$ cat src/dma_macros.svh
`ifndef DMA_MACROS_SVH
`define DMA_MACROS_SVH

// beats per AXI burst, kept short for simulation
`define DMA_BURST_LEN       16

// bytes per 64-bit beat
`define DMA_DATA_BYTES      8

// bytes covered by one burst
`define DMA_BURST_BYTES     (`DMA_BURST_LEN * `DMA_DATA_BYTES)

// 16-bit pixels packed in one beat
`define DMA_PIX_PER_BEAT    (`DMA_DATA_BYTES / 2)
`define DMA_PIX_PER_BURST   (`DMA_BURST_LEN * `DMA_PIX_PER_BEAT)

// triple frame buffer
`define DMA_BUFF_NUM        3

// read-start pulses before the reader arms
`define DMA_ARM_COUNT       4

// unpacker buffer size in bursts, also the burst credit pool
`define DMA_FIFO_BURSTS     4
`define DMA_FIFO_DEPTH      (`DMA_FIFO_BURSTS * `DMA_BURST_LEN)

// start of buffer 1
`define DMA_RD_BASE         32'h0200_0000

`endif

$ cat src/axi_pkg.sv
`default_nettype none

`include "dma_macros.svh"

package axi_pkg;

    // byte address on the AR channel
    typedef logic [31:0] addr_t;

    // one R beat
    typedef logic [`DMA_DATA_BYTES*8-1:0] data_t;

    // beats seen so far in the current burst
    typedef logic [$clog2(`DMA_BURST_LEN + 1)-1:0] beat_cnt_t;

    // burst reader FSM
    typedef enum logic [1:0] {
        RD_IDLE,
        RD_ACTIVE,
        RD_DRAIN
    } reader_state_e;

endpackage

`default_nettype wire

$ cat src/frame_pkg.sv
`default_nettype none

package frame_pkg;

    // frame buffer index, counts from 1
    typedef logic [7:0] buf_index_t;

    // one output pixel
    typedef logic [15:0] pixel_t;

    // runtime frame size in pixels
    typedef logic [23:0] d_size_t;

    // bursts per frame
    typedef logic [15:0] burst_cnt_t;

    // frame selector FSM
    typedef enum logic [1:0] {
        FR_DISARMED,
        FR_ARMED,
        FR_READING
    } frame_state_e;

endpackage

`default_nettype wire

$ cat src/frame_select.sv
`timescale 1ns/1ps
`default_nettype none

`include "dma_macros.svh"

module frame_select (
    input  logic                    M_AXI_ACLK,
    input  logic                    M_AXI_ARESETN,
    input  frame_pkg::buf_index_t   wr_index,
    input  logic                    rd_start,
    input  logic                    ps_access,
    input  frame_pkg::d_size_t      d_size,
    input  logic                    frame_done,
    output logic                    frame_start,
    output axi_pkg::addr_t          frame_base,
    output frame_pkg::burst_cnt_t   frame_bursts
);

    import axi_pkg::*;
    import frame_pkg::*;

    localparam int ARM_W = $clog2(`DMA_ARM_COUNT + 1);

    frame_state_e       state;
    logic [ARM_W-1:0]   arm_cnt;
    logic               ps_q;
    logic               ps_rise;
    logic               start_pend;
    d_size_t            size_q;
    buf_index_t         rd_index_q;
    addr_t              frame_bytes;

    assign ps_rise = ps_access && !ps_q;

    // two bytes per pixel
    assign frame_bytes = addr_t'({size_q, 1'b0});

    always_ff @(posedge M_AXI_ACLK) begin
        if (!M_AXI_ARESETN) begin
            state       <= FR_DISARMED;
            arm_cnt     <= '0;
            ps_q        <= 1'b0;
            start_pend  <= 1'b0;
            frame_start <= 1'b0;
        end else begin
            ps_q        <= ps_access;
            start_pend  <= 1'b0;
            // second stage of the start pipeline
            frame_start <= start_pend;
            case (state)
                FR_DISARMED: begin
                    if (rd_start) begin
                        arm_cnt <= arm_cnt + 1'b1;
                        if (arm_cnt == ARM_W'(`DMA_ARM_COUNT - 1)) begin
                            state <= FR_ARMED;
                        end
                    end
                end
                FR_ARMED: begin
                    if (ps_rise) begin
                        state      <= FR_READING;
                        start_pend <= 1'b1;
                    end
                end
                FR_READING: begin
                    // access edges here are dropped
                    if (frame_done) begin
                        state <= FR_ARMED;
                    end
                end
                default: begin
                    state <= FR_DISARMED;
                end
            endcase
        end
    end

    // capture on the edge, compute one cycle later
    always_ff @(posedge M_AXI_ACLK) begin
        if (state == FR_ARMED && ps_rise) begin
            size_q <= d_size;
            // read the buffer one behind the writer
            if (wr_index > 8'd1) begin
                rd_index_q <= wr_index - 8'd1;
            end else begin
                rd_index_q <= buf_index_t'(`DMA_BUFF_NUM);
            end
        end
        if (start_pend) begin
            frame_base   <= addr_t'(`DMA_RD_BASE) + addr_t'(rd_index_q - 8'd1) * frame_bytes;
            // partial last burst is dropped
            frame_bursts <= burst_cnt_t'(size_q / `DMA_PIX_PER_BURST);
        end
    end

endmodule

`default_nettype wire

$ cat config.mk
export PLATFORM = sky130hd
export DESIGN_NAME = frame_select
export DESIGN_NICKNAME = d
export VERILOG_FILES = /design/src/axi_pkg.sv /design/src/frame_pkg.sv /design/src/frame_select.sv
export VERILOG_INCLUDE_DIRS = /design/src
export SDC_FILE = /design/constraint.sdc
export NUM_CORES = 1
export LEC_CHECK = 0
export BUFFER_PORTS_ARGS = -buffer_cell sky130_fd_sc_hd__buf_2
export CORE_MARGIN = 2
export CORE_UTILIZATION = 30
export DETAILED_ROUTE_END_ITERATION = 7
export PLACE_DENSITY_LB_ADDON = 0.15
export SLEW_MARGIN = 20
export SYNTH_ARGS = -nofsm -noshare
export SYNTH_HDL_FRONTEND = slang
export SYNTH_SLANG_ARGS = --single-unit
$ cat constraint.sdc
create_clock -name M_AXI_ACLK -period 7.66 [get_ports M_AXI_ACLK]
set_input_delay 1.532 -clock M_AXI_ACLK [delete_from_list [all_inputs] [get_ports M_AXI_ACLK]]
set_output_delay 1.532 -clock M_AXI_ACLK [all_outputs]
set_load 0.005 [all_outputs]
Word level (Yosys, flattened, before mapping):

Index checks and enable logic that the tools add are counted.
Widths: inputs -> output; s select.

* bits in registers: 88
* input bits: 37
* output and inout port bits: 49
* logic and storage cells: 35

* $add $sub $neg: 4
* multiply operators: 1
* magnitude comparators: 1
* equal/unequal tests: 7
* muxes and demuxes: 6
* reduce and logical (&&, ||, !) cells: 7

Operators with widths (number)
* $add 26x32->32 const A: 1
* $mul 32x24->31: 1
* $sub 8x1->9 const B: 1
* $gt 8x1->1 const B: 1
* $mux 2: 4
* $ne 2x2->1 const B: 4
* $sub 8x1->8 const B: 1
* $pmux 2 s3: 1
* $reduce_and 2->1: 2
* $reduce_and 4->1: 1
* $add 3x1->3 const B: 1
* $eq 3x2->1 const B: 1
* $eq 2x1->1 const B: 1
* $eq 2x2->1 const B: 1
* $logic_and 1x1->1: 2
* $logic_not 2->1: 1
* $logic_not 1->1: 1
* $mux 1: 1

Longest topological paths before layout:

* word-level depth: 4
* mapped depth: 33

Worst setup path before layout:

Ideal clock, no wire load.

* kind: reg-to-reg
* start: register rd_index_q[0]
* end: register frame_base[31], data pin
* library setup time: 0.261 ns
* arrival: 7.995 ns
* data required time: 7.399 ns
* setup slack: -0.596 ns
* cell stages (with the launch flop): 34
* buffers on the path: 2
* period minus slack after synthesis: 8.256 ns
* cells stage by stage: edfxtp_1 -> clkbuf_1 -> inv_1 -> ha_1 -> nand2_1 -> nor3_1 -> clkbuf_1 -> nand2_1 -> inv_1 -> fa_1 -> inv_1 -> fa_1 -> inv_1 -> fa_1 -> inv_1 -> fa_1 -> fa_1 -> inv_1 -> fa_1 -> inv_1 -> fa_1 -> inv_1 -> ha_1 -> and3_4 -> nor2b_4 -> a32o_2 -> o311ai_4 -> o21ai_4 -> o31ai_4 -> a21boi_2 -> ha_1 -> nand2_1 -> nor4_2 -> xnor2_1

* longest elaborated chain between the ends: 3

RTL lines
* start, declared: line frame_select.sv:30 `buf_index_t rd_index_q;`
* start signal, assigned: line frame_select.sv:84 `rd_index_q <= wr_index - 8'd1;`
* start signal, assigned: line frame_select.sv:86 `` rd_index_q <= buf_index_t'(`DMA_BUFF_NUM); ``
* $sub 8x1->9: line frame_select.sv:90 `` frame_base <= addr_t'(`DMA_RD_BASE) + addr_t'(rd_index_q - 8'd1) * frame_bytes; ``
* $mul 32x24->31: line frame_select.sv:90
* $add 26x32->32: line frame_select.sv:90
* end signal, assigned: line frame_select.sv:90
* end, declared: line frame_select.sv:15 `output axi_pkg::addr_t frame_base,`

No other way between the ends.
A chain may end at the register's enable or synchronous reset.

Worst setup path after layout:

* start: register rd_index_q[2]
* end: register frame_base[30], data pin

The elaborated chain is that of the path after synthesis.

==> reports/results.txt <==
Final Slew Violations: 0
Final setup fails: 5
Power Internal: 938 uW
Slowest stage delay, CP: 0.51 ns
Maxcap violations: 0
Area leader, netlist: fa_1
Final Net Count: 1820
Crit-path slowest cell: fa_1
WL per Instance: 14.6 um
Startpoint types: flip-flop
Drt via density: 4.24
VDD IR-drop max: 96.1 uV
GRT overflow: 0
Avg Cell Area, Syn: 10.5 um2
ANT cells: 0
Detail Route Antenna Nets: 0
Synth async-reset ratio: 0%
Port-buffer cells: 84
Synthesized area: 0.0130 mm2
Mapped Cells: 1240
CTS clock-pin slew for the worst setup and hold paths: 0.07 ns
Top cells by count, synth: 326 x inv_1, 259 x fa_1, 112 x nand2_1, 96 x ha_1, 82 x and2_1
Clock share of power: 34.2%
Syn. warnings: 0
Initial antenna violation count: 0
FILL cells: 4429
Most frequent cell after synthesis: inv_1
WL final: 29500 um
Top cells by area, synth: fa_1 40%, edfxtp_1 18%, inv_1 9.4%, ha_1 9.3%, and2_1 4.0%
Share of layout cells above drive strength 1: 19.7%
Part of the power in combinational logic: 26.3%
Sequential fraction of the synthesis area: 19.5%
Critical path required time: 7.80 ns
Yosys cell types: 60
Outcome: complete, but fails checks
EDFF count, synth: 79
Clk Latency, worst-skew pair: 0.39 ns
Hold Vio Cnt, Final: 0
CTS tree: yes
Final worst-path setup slack: -0.179 ns
Die Height: 212 um
Failing checks: negative setup slack
1st-pass router iterations: 4
Total CTS buffers: 9
GR Util All Layers: 14.8%
Worst Skew: 0.00999 ns
Sequential power share: 39.5%
Post-synth net total: 1632
Max clock buf depth: 2
Rel. slew slack: 43.0%
Post-synthesis register bit count: 87
Post-route minimum period: 7.84 ns
First-pass GRT wire length: 50300 um
Share of the synthesized area in the top cell type: 40.0%
Initial DRC count: 339
Cell Count, Final, Fillers Out: 2018
Die width: 212 um
Die area: 0.0449 mm2
Final period utilization: 102%
Static Leak: 7.23 nW
Vias in the first global route: 9878
CORE AREA: 0.0429 mm2
Crit-path max FO: 7
Clock root buffer: clkbuf_16
GPL Wtd Cong: 0.763
I/O pin total: 86
Max Fclk: 0.128 GHz
Hold_buf cts: 0
Place WS: -0.381 ns
Routed vias: 8553
Min Hold Slack: 0.456 ns
Net Sw Frac: 30.2%
# rows: 76
Pin count of the biggest net entering global routing: 48
RSZ-0062 raised after global routing: yes
Worst-Margin Slew: 0.848 ns
# DRC: 0
Initial core utilization: 30.2%
Post-DP HPWL: 24700 um
Critical path type: reg2reg
Syn-to-layout area delta: 19.3%
Tot Pwr: 1.34 mW
Critical path arrival: 7.98 ns
Switching power: 406 uW
H-Tree Depth: 3
Hold Crit Class: reg2reg
Pwr per Cell Area: 86.8 mW/mm2
CTS sink cnt: 87
Crit path capture type: flip-flop
Placed cell count: 1992
Post-synth top flop: edfxtp_1
Cell mode on critical path: fa_1
[worst max-delay path: cells and delay by family, from the launching register on]
family / cells / cell delay, ns
AO/OA/AOI/OAI: 5 / 1.13
XOR/XNOR: 1 / 0.08
adder cells (fa/ha/maj): 8 / 3.59
buffers and inverters: 10 / 0.99
flip-flops: 1 / 0.40
AND/OR/NAND/NOR: 9 / 1.40
[placed cells by master, fill, tap and decap left out, types with 23 or more instances in the layout]
master / netlist / final
and2_1: 82 / 80
nor2b_1: 38 / 38
xnor2_1: 42 / 41
nor2_1: 24 / 23
ha_1: 96 / 89
inv_1: 326 / 317
edfxtp_1: 79 / 79
buf_4: 1 / 112
buf_2: 0 / 84
nand2_1: 112 / 106
fa_1: 259 / 250
[path summary, 6_finish.rpt]
kind	to	start	slack, ns	cells after the start
min reg2reg	frame_start	start_pend	0.46	1
min	frame_start	start_pend	0.46	1
max	frame_base[30]	rd_index_q[2]	-0.18	33
max reg2reg	frame_base[30]	rd_index_q[2]	-0.18	33
[final cells by class]
type                       count  area [um2]  area share [%]
inverter                     326        1230            7.92
clock buffer                   9         225            1.46
multi-input combinational    801        9340            60.4
sequential                    87        2530            16.4
tap                          585         732            4.73
clock inverter                 7        67.6           0.437
timing repair buffer         203        1350            8.72
[per-stage QoR]
stage	util, %	TNS, ns	area [um2]
finish	36.1	-0.718	15500
global route	36.1	-2.67	15500
CTS	35.9	-0.414	15400
detailed placement	34.8	-1.51	14900
global placement	34.8	-1.12	14900
floorplan	-	-0.0262	13100
[power by group through the flow]
stage | sequential (mW) | combinational, mW | clock, mW
after floorplan | 0.541 | 0.216 | 0
after global placement | 0.542 | 0.335 | 0
after detailed placement | 0.542 | 0.336 | 0
after CTS | 0.531 | 0.350 | 0.485
after global routing | 0.531 | 0.407 | 0.495
final | 0.531 | 0.354 | 0.459
[flip-flops by register name, indices dropped and copies added, names as in the netlist]
| signal | flops |
|---|---|
| frame_base | 31 |
| size_q | 24 |
| frame_bursts | 16 |
| rd_index_q | 8 |
| arm_cnt | 3 |
| state | 2 |
| frame_start | 1 |
| ps_q | 1 |
| start_pend | 1 |
[routing by layer]
metal | part of all wire (%) | GRT usage (%) | vias to the layer above | wire, um
met5 | 0 | 0 | - | 0
met2 | 54 | 27.2 | 77 | 15800
met4 | 1.5 | 3.76 | 0 | 445
met1 | 42 | 17.7 | 4367 | 12500
met3 | 2.6 | 2.43 | 21 | 756
li1 | - | - | 4088 | -
[logic make-up (layout without fill, tap and decap cells)]
group | Yosys count | count (layout) | synth area share (%)
AOI/OAI and AO/OA | 75 | 75 | 4.35
xor gates and xnor gates | 58 | 58 | 3.92
buffers and inverters | 352 | 545 | 10.3
DFF | 87 | 87 | 19.5
and+or+nand+nor | 311 | 311 | 12.6
adders and majority gates | 355 | 355 | 49.2
other | 1 | 1 | 0.0289
muxes | 1 | 1 | 0.0772
[repair_timing]
item                       4_1_cts  5_1_grt
setup endpoints to repair        6        7
gates resized for setup         22       20
buffers inserted                10        1
pin swaps                       27       10
(Power assumes the default switching activity.)
