<file path="config.mk">
export PLATFORM = sky130hd
export DESIGN_NAME = burst_reader
export DESIGN_NICKNAME = d
export VERILOG_FILES = /design/src/axi_pkg.sv /design/src/frame_pkg.sv /design/src/burst_reader.sv
export VERILOG_INCLUDE_DIRS = /design/src
export SDC_FILE = /design/constraint.sdc
export NUM_CORES = 1
export LEC_CHECK = 0
export BUFFER_PORTS_ARGS = -buffer_cell sky130_fd_sc_hd__buf_2
export CORE_ASPECT_RATIO = 0.7
export CORE_MARGIN = 4
export CORE_UTILIZATION = 47
export CTS_BUF_LIST = sky130_fd_sc_hd__clkbuf_16
export DETAILED_ROUTE_END_ITERATION = 16
export PLACE_DENSITY = 0.95
export SYNTH_ARGS = -nofsm -noshare
export SYNTH_HDL_FRONTEND = slang
export SYNTH_SLANG_ARGS = --single-unit
export TNS_END_PERCENT = 50
</file>
<file path="constraint.sdc">
create_clock -name M_AXI_ACLK -period 6.6 [get_ports M_AXI_ACLK]
set_input_delay 0.66 -clock M_AXI_ACLK [delete_from_list [all_inputs] [get_ports M_AXI_ACLK]]
set_output_delay 0.66 -clock M_AXI_ACLK [all_outputs]
set_load 0.05 [all_outputs]
</file>
<file path="src/dma_macros.svh">
`ifndef DMA_MACROS_SVH
`define DMA_MACROS_SVH

// beats per AXI burst, kept short for simulation
`define DMA_BURST_LEN       16

// bytes per 64-bit beat
`define DMA_DATA_BYTES      8

// bytes covered by one burst
`define DMA_BURST_BYTES     (`DMA_BURST_LEN * `DMA_DATA_BYTES)

// 16-bit pixels packed in one beat
`define DMA_PIX_PER_BEAT    (`DMA_DATA_BYTES / 2)
`define DMA_PIX_PER_BURST   (`DMA_BURST_LEN * `DMA_PIX_PER_BEAT)

// triple frame buffer
`define DMA_BUFF_NUM        3

// read-start pulses before the reader arms
`define DMA_ARM_COUNT       4

// unpacker buffer size in bursts, also the burst credit pool
`define DMA_FIFO_BURSTS     4
`define DMA_FIFO_DEPTH      (`DMA_FIFO_BURSTS * `DMA_BURST_LEN)

// start of buffer 1
`define DMA_RD_BASE         32'h0200_0000

`endif

</file>
<file path="src/axi_pkg.sv">
`default_nettype none

`include "dma_macros.svh"

package axi_pkg;

    // byte address on the AR channel
    typedef logic [31:0] addr_t;

    // one R beat
    typedef logic [`DMA_DATA_BYTES*8-1:0] data_t;

    // beats seen so far in the current burst
    typedef logic [$clog2(`DMA_BURST_LEN + 1)-1:0] beat_cnt_t;

    // burst reader FSM
    typedef enum logic [1:0] {
        RD_IDLE,
        RD_ACTIVE,
        RD_DRAIN
    } reader_state_e;

endpackage

`default_nettype wire

</file>
<file path="src/frame_pkg.sv">
`default_nettype none

package frame_pkg;

    // frame buffer index, counts from 1
    typedef logic [7:0] buf_index_t;

    // one output pixel
    typedef logic [15:0] pixel_t;

    // runtime frame size in pixels
    typedef logic [23:0] d_size_t;

    // bursts per frame
    typedef logic [15:0] burst_cnt_t;

    // frame selector FSM
    typedef enum logic [1:0] {
        FR_DISARMED,
        FR_ARMED,
        FR_READING
    } frame_state_e;

endpackage

`default_nettype wire

</file>
<file path="src/burst_reader.sv">
`timescale 1ns/1ps
`default_nettype none

`include "dma_macros.svh"

module burst_reader (
    input  logic                    M_AXI_ACLK,
    input  logic                    M_AXI_ARESETN,
    input  logic                    frame_start,
    input  axi_pkg::addr_t          frame_base,
    input  frame_pkg::burst_cnt_t   frame_bursts,
    input  logic                    burst_credit,
    input  logic                    arready,
    input  axi_pkg::data_t          rdata,
    input  logic                    rlast,
    input  logic                    rvalid,
    output axi_pkg::addr_t          araddr,
    output logic                    arvalid,
    output logic                    rready,
    output logic                    word_valid,
    output axi_pkg::data_t          word_data,
    output logic                    frame_done,
    output logic                    frame_busy
);

    import axi_pkg::*;

    localparam int CRED_W = $clog2(`DMA_FIFO_BURSTS + 1);

    reader_state_e          state;
    logic [CRED_W-1:0]      credits;
    logic [CRED_W-1:0]      credit_nxt;
    logic [CRED_W-1:0]      outstanding;
    frame_pkg::burst_cnt_t  ar_left;
    frame_pkg::burst_cnt_t  ar_left_nxt;
    beat_cnt_t              beat_cnt;
    logic                   ar_hs;
    logic                   r_hs;
    logic                   r_end;
    logic                   want_ar;

    assign ar_hs = arvalid && arready;
    assign r_hs  = rvalid && rready;
    assign r_end = r_hs && rlast;

    // one credit per burst slot in the unpacker buffer
    assign credit_nxt  = credits - CRED_W'(ar_hs) + CRED_W'(burst_credit);
    assign ar_left_nxt = ar_left - frame_pkg::burst_cnt_t'(ar_hs);

    // arvalid stays up while a request waits, since its credit is not spent yet
    always_comb begin
        if (frame_start) begin
            want_ar = (frame_bursts != '0) && (credit_nxt != '0);
        end else begin
            want_ar = (state == RD_ACTIVE) && (ar_left_nxt != '0) && (credit_nxt != '0);
        end
    end

    assign rready     = (outstanding != '0);
    assign word_valid = r_hs;
    assign word_data  = rdata;

    // an empty frame finishes at once
    assign frame_done = (state == RD_DRAIN && outstanding == CRED_W'(1) && r_end)
                     || (frame_start && frame_bursts == '0);
    assign frame_busy = frame_start || (state != RD_IDLE);

    always_ff @(posedge M_AXI_ACLK) begin
        if (!M_AXI_ARESETN) begin
            state       <= RD_IDLE;
            credits     <= CRED_W'(`DMA_FIFO_BURSTS);
            outstanding <= '0;
            ar_left     <= '0;
            beat_cnt    <= '0;
            arvalid     <= 1'b0;
        end else begin
            credits     <= credit_nxt;
            arvalid     <= want_ar;
            outstanding <= outstanding + CRED_W'(ar_hs) - CRED_W'(r_end);
            if (frame_start) begin
                ar_left <= frame_bursts;
            end else begin
                ar_left <= ar_left_nxt;
            end
            if (r_end) begin
                beat_cnt <= '0;
            end else if (r_hs) begin
                beat_cnt <= beat_cnt + 1'b1;
            end
            case (state)
                RD_IDLE: begin
                    if (frame_start && frame_bursts != '0) begin
                        state <= RD_ACTIVE;
                    end
                end
                RD_ACTIVE: begin
                    // last request accepted, wait for its data
                    if (ar_hs && ar_left_nxt == '0) begin
                        state <= RD_DRAIN;
                    end
                end
                RD_DRAIN: begin
                    if (frame_done) begin
                        state <= RD_IDLE;
                    end
                end
                default: begin
                    state <= RD_IDLE;
                end
            endcase
        end
    end

    // burst address walks up by one burst per request
    always_ff @(posedge M_AXI_ACLK) begin
        if (frame_start) begin
            araddr <= frame_base;
        end else if (ar_hs) begin
            araddr <= araddr + addr_t'(`DMA_BURST_BYTES);
        end
    end

    a_ar_hold: assert property (@(posedge M_AXI_ACLK) disable iff (!M_AXI_ARESETN)
        arvalid && !arready |=> arvalid && $stable(araddr));

    a_ar_credit: assert property (@(posedge M_AXI_ACLK) disable iff (!M_AXI_ARESETN)
        ar_hs |-> credits != '0);

    a_rlast_pos: assert property (@(posedge M_AXI_ACLK) disable iff (!M_AXI_ARESETN)
        r_hs |-> (rlast == (beat_cnt == beat_cnt_t'(`DMA_BURST_LEN - 1))));

endmodule

`default_nettype wire

</file>
After elaboration in Yosys (flattened, before gate mapping) --
Cells that the tools add are included.
Cells by class: add/sub/neg operators 6, equality and inequality tests 6, mux-type cells 8, reduce and logical (&&, ||, !) cells 23
Operators with widths (count):
- 32-bit two-way mux | 2
- 32-bit by 8-bit adder with 32-bit output (second input constant) | 1
- 16-bit zero test | 2
- 16-bit nonzero test | 2
- 16-bit two-way mux | 1
- 16-bit by 1-bit subtractor with 16-bit output | 1
- 1-bit logical AND | 11
- 3-bit by 1-bit adder with 3-bit output | 2
- 2-bit two-way mux | 3
- 2-bit case mux with 3 select lines | 1
- 3-bit nonzero test | 2
- 3-bit by 1-bit subtractor with 3-bit output | 2
- 2-bit != test (second input constant) | 2
- 2-bit nonzero test | 2
- 3-bit by 1-bit == test with 1-bit output (second input constant) | 1
- 3-bit AND reduction | 1
- 2-bit by 1-bit == test with 1-bit output (second input constant) | 1
- 2-bit == test (second input constant) | 1
- 2-bit zero test | 1
- 1-bit logical OR | 2
- 2-bit by 1-bit != test with 1-bit output (second input constant) | 1
- 1-bit two-way mux | 1
Word-level totals: flip-flop bits (word level) 57, output and inout bits 101

Depth between registers and ports, before layout --
Gate-level depths: netlist (run 1).
word-level depth 7, depth in mapped cells 10, gate-level depth less buffers 10

Worst setup path before layout (run 1) --
No wires, ideal clock.
kind in2out, start input frame_bursts[3], end output frame_done, data arrival time 2230 ps, setup slack 3710 ps, stages on the path 3, path buffers 0, cell sequence nor4_1 > nand4_1 > o21ai_0
On the way: word-level cells in the longest chain between the ends 3
RTL lines:
- start: declaration | RTL line burst_reader.sv:11 | input frame_pkg::burst_cnt_t frame_bursts,
- 16-bit zero test | RTL line burst_reader.sv:65 | || (frame_start && frame_bursts == '0);
- 1-bit logical AND | RTL line burst_reader.sv:65
- 1-bit logical OR | RTL line burst_reader.sv:65
- end: declaration | RTL line burst_reader.sv:22 | output logic frame_done,
No other way between the ends.

Worst setup path in the final report (run 1) --
start input frame_start, end output frame_done
On the way: word-level cells in the longest chain between the ends 2
RTL lines:
- start: declaration | RTL line burst_reader.sv:9 | input logic frame_start,
- 1-bit logical AND | RTL line burst_reader.sv:65
- 1-bit logical OR | RTL line burst_reader.sv:65
No other way between the ends.

==> results of run 1 <==
-- power breakdown --
group,switching (W),internal (W),leakage (nW)
clock network,0.000153,0.000287,0.134
logic,0.000215,0.000109,0.957
registers,0.0000428,0.000428,0.526
total,0.000411,0.000824,1.62
-- placed cells by master (no fill, tap or decap), types with 9 or more instances in the layout --
| master | n |
|---|---|
| o21ai_0 | 12 |
| nand3_1 | 10 |
| edfxtp_1 | 32 |
| dfxtp_1 | 25 |
| and2_1 | 11 |
| o21ai_1 | 16 |
| xor2_1 | 20 |
| inv_1 | 9 |
| buf_2 | 91 |
| xnor2_1 | 18 |
| nor2_1 | 34 |
| nand2_1 | 47 |
| clkbuf_16 | 9 |
-- metrics by stage --
stage                     worst slack (ns)  cells  utilization
after floorplan                      3.710    395            -
after global placement               3.139    508       0.4978
after detailed placement             3.083    508       0.4978
after CTS                            3.102    524       0.5364
after global routing                 2.860    524       0.5364
final                                3.141    524       0.5364
-- routing by layer --
| layer | GRT usage | vias up |
|---|---|---|
| li1 | - | 1345 |
| met4 | 0.06603 | 0 |
| met3 | 0.06996 | 18 |
| met1 | 0.2114 | 1320 |
| met5 | 0 | - |
| met2 | 0.2719 | 134 |
-- flip-flops by register name, indices dropped and copies added, names as in the netlist --
name         count
credits          3
outstanding      3
arvalid          1
state            2
araddr          32
ar_left         16
-- area by class of cell --
| cell class | instances | area [µm²] | area share |
|---|---|---|---|
| clock buffers | 9 | 225.2 | 0.05660 |
| flip-flops and latches | 57 | 1461 | 0.3673 |
| well taps | 98 | 122.6 | 0.03082 |
| clock inverters | 7 | 61.31 | 0.01541 |
| repair buffers | 92 | 462.9 | 0.1164 |
| multi-input cells | 250 | 1604 | 0.4031 |
| inverters | 11 | 41.29 | 0.01038 |
-- path summary, 6_finish.rpt --
path	startpoint	end	slack (ns)	cells past startpoint
setup reg to reg	arvalid$_SDFF_PN0_	state[1]$_SDFFE_PN0P_	3.98	9
setup / recovery	frame_start	frame_done	3.14	5
hold reg to reg	state[1]$_SDFFE_PN0P_	state[0]$_SDFFE_PN0P_	0.53	1
hold / removal	state[1]$_SDFFE_PN0P_	state[0]$_SDFFE_PN0P_	0.53	1
-- kinds of logic after synthesis --
kind of cell,after synthesis,share of synthesized area
adder cells (fa/ha/maj),9,0.03503
XOR/XNOR,38,0.09135
AND/OR/NAND/NOR,150,0.2215
multiplexers,2,0.005838
flip-flops,57,0.4011
buffers and inverters,88,0.1587
AO/OA/AOI/OAI,51,0.08654
-- worst max-delay path, delay by kind of cell --
family,cells,cell delay (ns)
compound gates,1,0.43
buf+inv,4,1.69
==> metrics.md, run 1 <==
| Metric | Value |
|---|---|
| Num Clock Sinks | `57` |
| Core Area | `7417 µm²` |
| Post-synth top area cell | `edfxtp_1` |
| Register area share after synthesis | `0.4011` |
| Hold Buf Count CTS | `0` |
| WL met3 | `729 µm` |
| Final Cycle Share | `0.5240` |
| Largest net degree at the start of global routing | `76` |
| Post_cts resized | `0` |
| Postcts setup bufs | `0` |
| Fmax | `289.1 MHz` |
| DRT antenna net count | `0` |
| Syn Inst Count | `395` |
| Number of global-route vias before repair | `2798` |
| Critical Path AT | `2.80 ns` |
| #FFs+latches synth | `57` |
| Initial Utilization | `0.4912` |
| Fin. Hold Viols | `0` |
| VDD IR-drop max | `214.4 µV` |
| I/O Buffers | `91` |
| Met1 Routed Length | `3390 µm` |
| Worst-margin pin slew | `1.040 ns` |
| Proportion of netlist area held by the largest area contributor | `0.2637` |
| Die X | `113.2 µm` |
| Pwr Total | `0.001235 W` |
| CP startpoint kind | `input port` |
| Initial drt markers | `168` |
| Post-synthesis cell area | `3643 µm²` |
| Top_reg_cell synth | `edfxtp_1` |
| Slew HR | `0.3047` |
| DRC | `0` |
| Final min period | `3.459 ns` |
| Via Count | `2817` |
| Tightest Hold Check Type | `reg2reg` |
| H-Tree Depth | `3` |
| DP HPWL | `5838 µm` |
| FP Rows | `26` |
| Pwr per Cell Area | `310.4 nW/µm²` |
| CP required | `5.94 ns` |
| Most frequent cell after synthesis | `buf_4` |
| Grt total ovfl | `0` |
| Fin area | `3979 µm²` |
| RSZ-0062 raised after global routing | `no` |
| Die Ht | `81.67 µm` |
| TritonCTS clock tree | `done` |
| Antenna violations before repair | `0` |
| Clock skew | `0.004289 ns` |
| CP Max Fanout | `75` |
| CTS clk-pin slew, worst paths | `0.05 ns` |
| Post-layout nets | `549` |
| Setup CP Type | `in2out` |
| Slowest stage delay, CP | `0.77 ns` |
| Overall Global Routing Usage | `0.1715` |
| Count of final setup violators | `0` |
| CTS root buffer | `clkbuf_16` |
| Final Max Tran Viols | `0` |
| Final WL | `7753 µm` |
| WL met2 | `3522 µm` |
| YS warnings | `0` |
| Area of the die | `9247 µm²` |
| First-pass GRT wire length | `12820 µm` |
| Ys async rst share | `0` |
| Drt wl/cell | `14.80 µm` |
| Distinct cells, synth | `50` |
| Max Cap Viol | `0` |
| Highest metal used | `met4` |
| Worst Setup End Kind | `primary output` |
| # fillers | `664` |
| EDFF count, synth | `32` |
| Initial DRT Pass Iterations | `5` |
| Fin Setup TNS | `0 ns` |
| Antenna fix cells | `0` |
| Top Ports | `220` |
| Syn avg cell area | `9.224 µm²` |
| Placed Instance Area | `3692 µm²` |
| Layout cells sized above 1 | `0.2770` |
| Area contributors post-synth | `edfxtp_1, dfxtp_1, buf_4, nand2_1, xor2_1` |
| Mapped Nets | `523` |
| Clk buf depth | `2` |
| Clock Latency Late Sink | `0.32 ns` |
| Crit path top cell by count | `buf_2` |
| Hold slack | `0.5264 ns` |
| Leakage power total | `1.617 nW` |
| Vias per inst | `5.376` |
| CP cell instances | `buf_2 > buf_4 > clkinv_1 > o21ai_0 > buf_2` |
| Placer Congestion | `0.8425` |
| P&R area growth vs syn | `9.203%` |
| Num CTS Buffers | `9` |
| Max stage delay cell, worst path | `clkinv_1` |
| Result of the run | `finished, final reports clean` |
| Post-synth top cells | `buf_4, nand2_1, nor2_1` |
Power figures use the tool's default switching activity.
==> run 2, diff against run 1 <==
--- a/config.mk
+++ b/config.mk
@@ -6,13 +6,14 @@
 export SDC_FILE = /design/constraint.sdc
 export NUM_CORES = 1
 export LEC_CHECK = 0
+export ABC_AREA = 1
 export BUFFER_PORTS_ARGS = -buffer_cell sky130_fd_sc_hd__buf_2
 export CORE_ASPECT_RATIO = 0.7
 export CORE_MARGIN = 4
-export CORE_UTILIZATION = 47
+export CORE_UTILIZATION = 41
 export CTS_BUF_LIST = sky130_fd_sc_hd__clkbuf_16
 export DETAILED_ROUTE_END_ITERATION = 16
-export PLACE_DENSITY = 0.95
+export PLACE_DENSITY = 0.88
 export SYNTH_ARGS = -nofsm -noshare
 export SYNTH_HDL_FRONTEND = slang
 export SYNTH_SLANG_ARGS = --single-unit
==> constraint.sdc (replaced) <==
create_clock -name M_AXI_ACLK -period 3.15 [get_ports M_AXI_ACLK]
set_input_delay 0.315 -clock M_AXI_ACLK [delete_from_list [all_inputs] [get_ports M_AXI_ACLK]]
set_output_delay 0.315 -clock M_AXI_ACLK [all_outputs]
set_load 0.05 [all_outputs]
==> metrics.md, run 2 <==
| Metric | Value |
|---|---|
| Max FFs per register | `32` |
| Highest metal used | `met4` |
| Initial drt markers | `242` |
| DRT antenna net count | `0` |
| Dpl ws | `0.9120 ns` |
| Antenna violations before repair | `0` |
| Met1 Routed Length | `4086 µm` |
| Syn Inst Count | `526` |
| Most frequent cell after synthesis | `nand2_1` |
| Final min period | `2.251 ns` |
| Number of global-route vias before repair | `3048` |
| Clk buf depth | `2` |
| Fin util | `0.4672` |
| Initial DRT Pass Iterations | `5` |
| Postcts setup bufs | `0` |
| Leakage power total | `2.197 nW` |
| Die X | `125.4 µm` |
| CTS clk-pin slew, worst paths | `0.05 ns` |
| Fin. Hold Viols | `0` |
| Post-synth top area cell | `edfxtp_1` |
| DRC | `0` |
| Worst-margin pin slew | `0.4901 ns` |
| HP Start | `frame_bursts[8]` |
| CP startpoint | `arvalid$_SDFF_PN0_` |
| Mapped Nets | `654` |
| EDFF count, synth | `32` |
| Register area share after synthesis | `0.3692` |
| Grt total ovfl | `0` |
| Clock Latency Late Sink | `0.32 ns` |
| YS warnings | `0` |
| Die Ht | `90.21 µm` |
| Post_cts resized | `0` |
| WL met2 | `3922 µm` |
| Placer Congestion | `0.8719` |
| Largest registers | `araddr (32), ar_left (16)` |
| Setup CP Type | `reg2reg` |
| # fillers | `919` |
| Distinct cells, synth | `35` |
| Overall Global Routing Usage | `0.1589` |
| Result of the run | `finished, final reports clean` |
| Most frequent cells in the layout | `nand2_1, buf_2, inv_1` |
| Fmax | `444.3 MHz` |
| Ys async rst share | `0` |
| WL met3 | `1115 µm` |
| Num Clock Sinks | `57` |
| Final Max Tran Viols | `0` |
| H-Tree Depth | `3` |
| #FFs+latches synth | `57` |
| CP Max Fanout | `6` |
| Setup ws final | `0.8990 ns` |
| I/O Buffers | `91` |
| Fin Setup TNS | `0 ns` |
| First-pass GRT wire length | `14670 µm` |
| Num CTS Buffers | `9` |
| FP Rows | `29` |
| Top Ports | `220` |
| Top_reg_cell synth | `edfxtp_1` |
| Final Cycle Share | `0.7146` |
| Launching point of the worst reg2reg path | `arvalid$_SDFF_PN0_` |
| Post-synth top cells | `nand2_1, inv_1, buf_4` |
| P&R area growth vs syn | `9.197%` |
| Non-Filler Instances | `684` |
| RSZ-0062 raised after global routing | `no` |
| Worst Setup End Kind | `flop` |
| CTS root buffer | `clkbuf_16` |
| Clock skew | `0.01085 ns` |
| Most flops, register | `araddr` |
| Critical Path AT | `2.44 ns` |
| Area of the die | `11320 µm²` |
| Hold slack | `0.2445 ns` |
| Via Count | `3310` |
| Drt wl/cell | `13.45 µm` |
| Layout cells sized above 1 | `0.2321` |
| Crit path top cell by count | `nand2_1` |
| TritonCTS clock tree | `done` |
| Antenna fix cells | `0` |
| Final WL | `9198 µm` |
| Vias per inst | `4.839` |
| Max stage delay cell, worst path | `dfxtp_1` |
| Area contributors post-synth | `edfxtp_1, nand2_1, dfxtp_1, buf_4, inv_1` |
| Post-layout nets | `683` |
| Area occupied by registers | `1461 µm²` |
| Hold Buf Count CTS | `0` |
| Core Area | `9253 µm²` |
| CP required | `3.34 ns` |
| Most common cell after layout, fill and taps aside | `nand2_1` |
| VDD IR-drop max | `623.5 µV` |
| Post-synthesis cell area | `3959 µm²` |
| Area of the multi-input gates | `1712 µm²` |
| Pwr per Cell Area | `605.3 nW/µm²` |
| Slowest stage delay, CP | `0.34 ns` |
| DP HPWL | `7091 µm` |
| Initial Utilization | `0.4279` |
| Max Cap Viol | `0` |
| CP startpoint kind | `flop` |
| Placed insts | `668` |
| Largest net degree at the start of global routing | `50` |
| Count of final setup violators | `0` |
| CP cell instances | `nand2_1 > inv_1 > ha_1 > ha_1 > nand2_1 > nor2_2 > nand2_1 > nand2_1 > nand2_1 > nor2_1 > nand3_1 > nor2_2 > o21ai_0 > nand2_1 > nor2_1` |
| Proportion of netlist area held by the largest area contributor | `0.2427` |
| Slew HR | `0.6713` |
| Tightest Hold Check Type | `in2reg` |
| Syn avg cell area | `7.526 µm²` |
run 2: changes by cell type in the layout (fill, tap and decap cells not counted), moves of 6 or more:
cell      before  now
nand2_1       47  138
and3_1         7    0
xor2_1        20   11
nor2_1        34   47
o21ai_0       12   27
a211oi_1       7    0
and2_1        11    2
nand3b_1       0    9
inv_1          9   69
o21ai_1       16    1
a21oi_1        6   16
xnor2_1       18   12
nor2_2         0    7
run 2: kinds of logic after synthesis:
family | after synthesis | synth area share
AOI/OAI and AO/OA | 51 | 0.06953
xor gates and xnor gates | 23 | 0.05088
adders and majority gates | 9 | 0.03224
buffers and inverters | 145 | 0.1985
DFF | 57 | 0.3692
and+or+nand+nor | 241 | 0.2797
run 2: final timing paths:
kind | end | cells past startpoint | slack, ns
worst max-delay path | arvalid$_SDFF_PN0_ | 15 | 0.90
worst min-delay path | ar_left[8]$_SDFF_PN0_ | 3 | 0.24
worst max register to register | arvalid$_SDFF_PN0_ | 15 | 0.90
worst min register to register | credits[2]$_SDFF_PN1_ | 2 | 0.51
run 2: metal layers:
| layer | vias to the layer above | GRT usage |
|---|---|---|
| met3 | 12 | 0.08057 |
| met4 | 0 | 0.03791 |
| li1 | 1657 | - |
| met5 | - | 0 |
| met1 | 1470 | 0.2149 |
| met2 | 171 | 0.2251 |
run 2: layout make-up:
| type | count | area share |
|---|---|---|
| multi-input combinational | 324 | 0.3959 |
| timing repair buffer | 94 | 0.1106 |
| inverter | 69 | 0.05991 |
| clock buffer | 9 | 0.05210 |
| clock inverter | 7 | 0.007525 |
| tap | 124 | 0.03589 |
| sequential | 57 | 0.3381 |
run 2: worst max-delay path: cells and delay by family (launching register included):
kind / cells / cell delay, ns
simple gates: 11 / 1.04
fa+ha+maj: 2 / 0.52
flops: 1 / 0.34
buf+inv: 1 / 0.12
compound gates: 1 / 0.10
run 2: report_power, final:
group	internal, W	total (W)	switching (W)	leakage (nW)
Combinational	0.000230	0.000780	0.000551	1.53
Clock	0.000518	0.000843	0.000325	0.143
Sequential	0.000901	0.000993	0.0000918	0.526
run 2: per-stage QoR:
| step | total power (W) | instance area (µm²) |
|---|---|---|
| after floorplan | 0.001800 | 3959 |
| after global placement | 0.001760 | 4065 |
| after detailed placement | 0.001785 | 4065 |
| after CTS | 0.002647 | 4323 |
| after global routing | 0.002774 | 4323 |
| final | 0.002617 | 4323 |
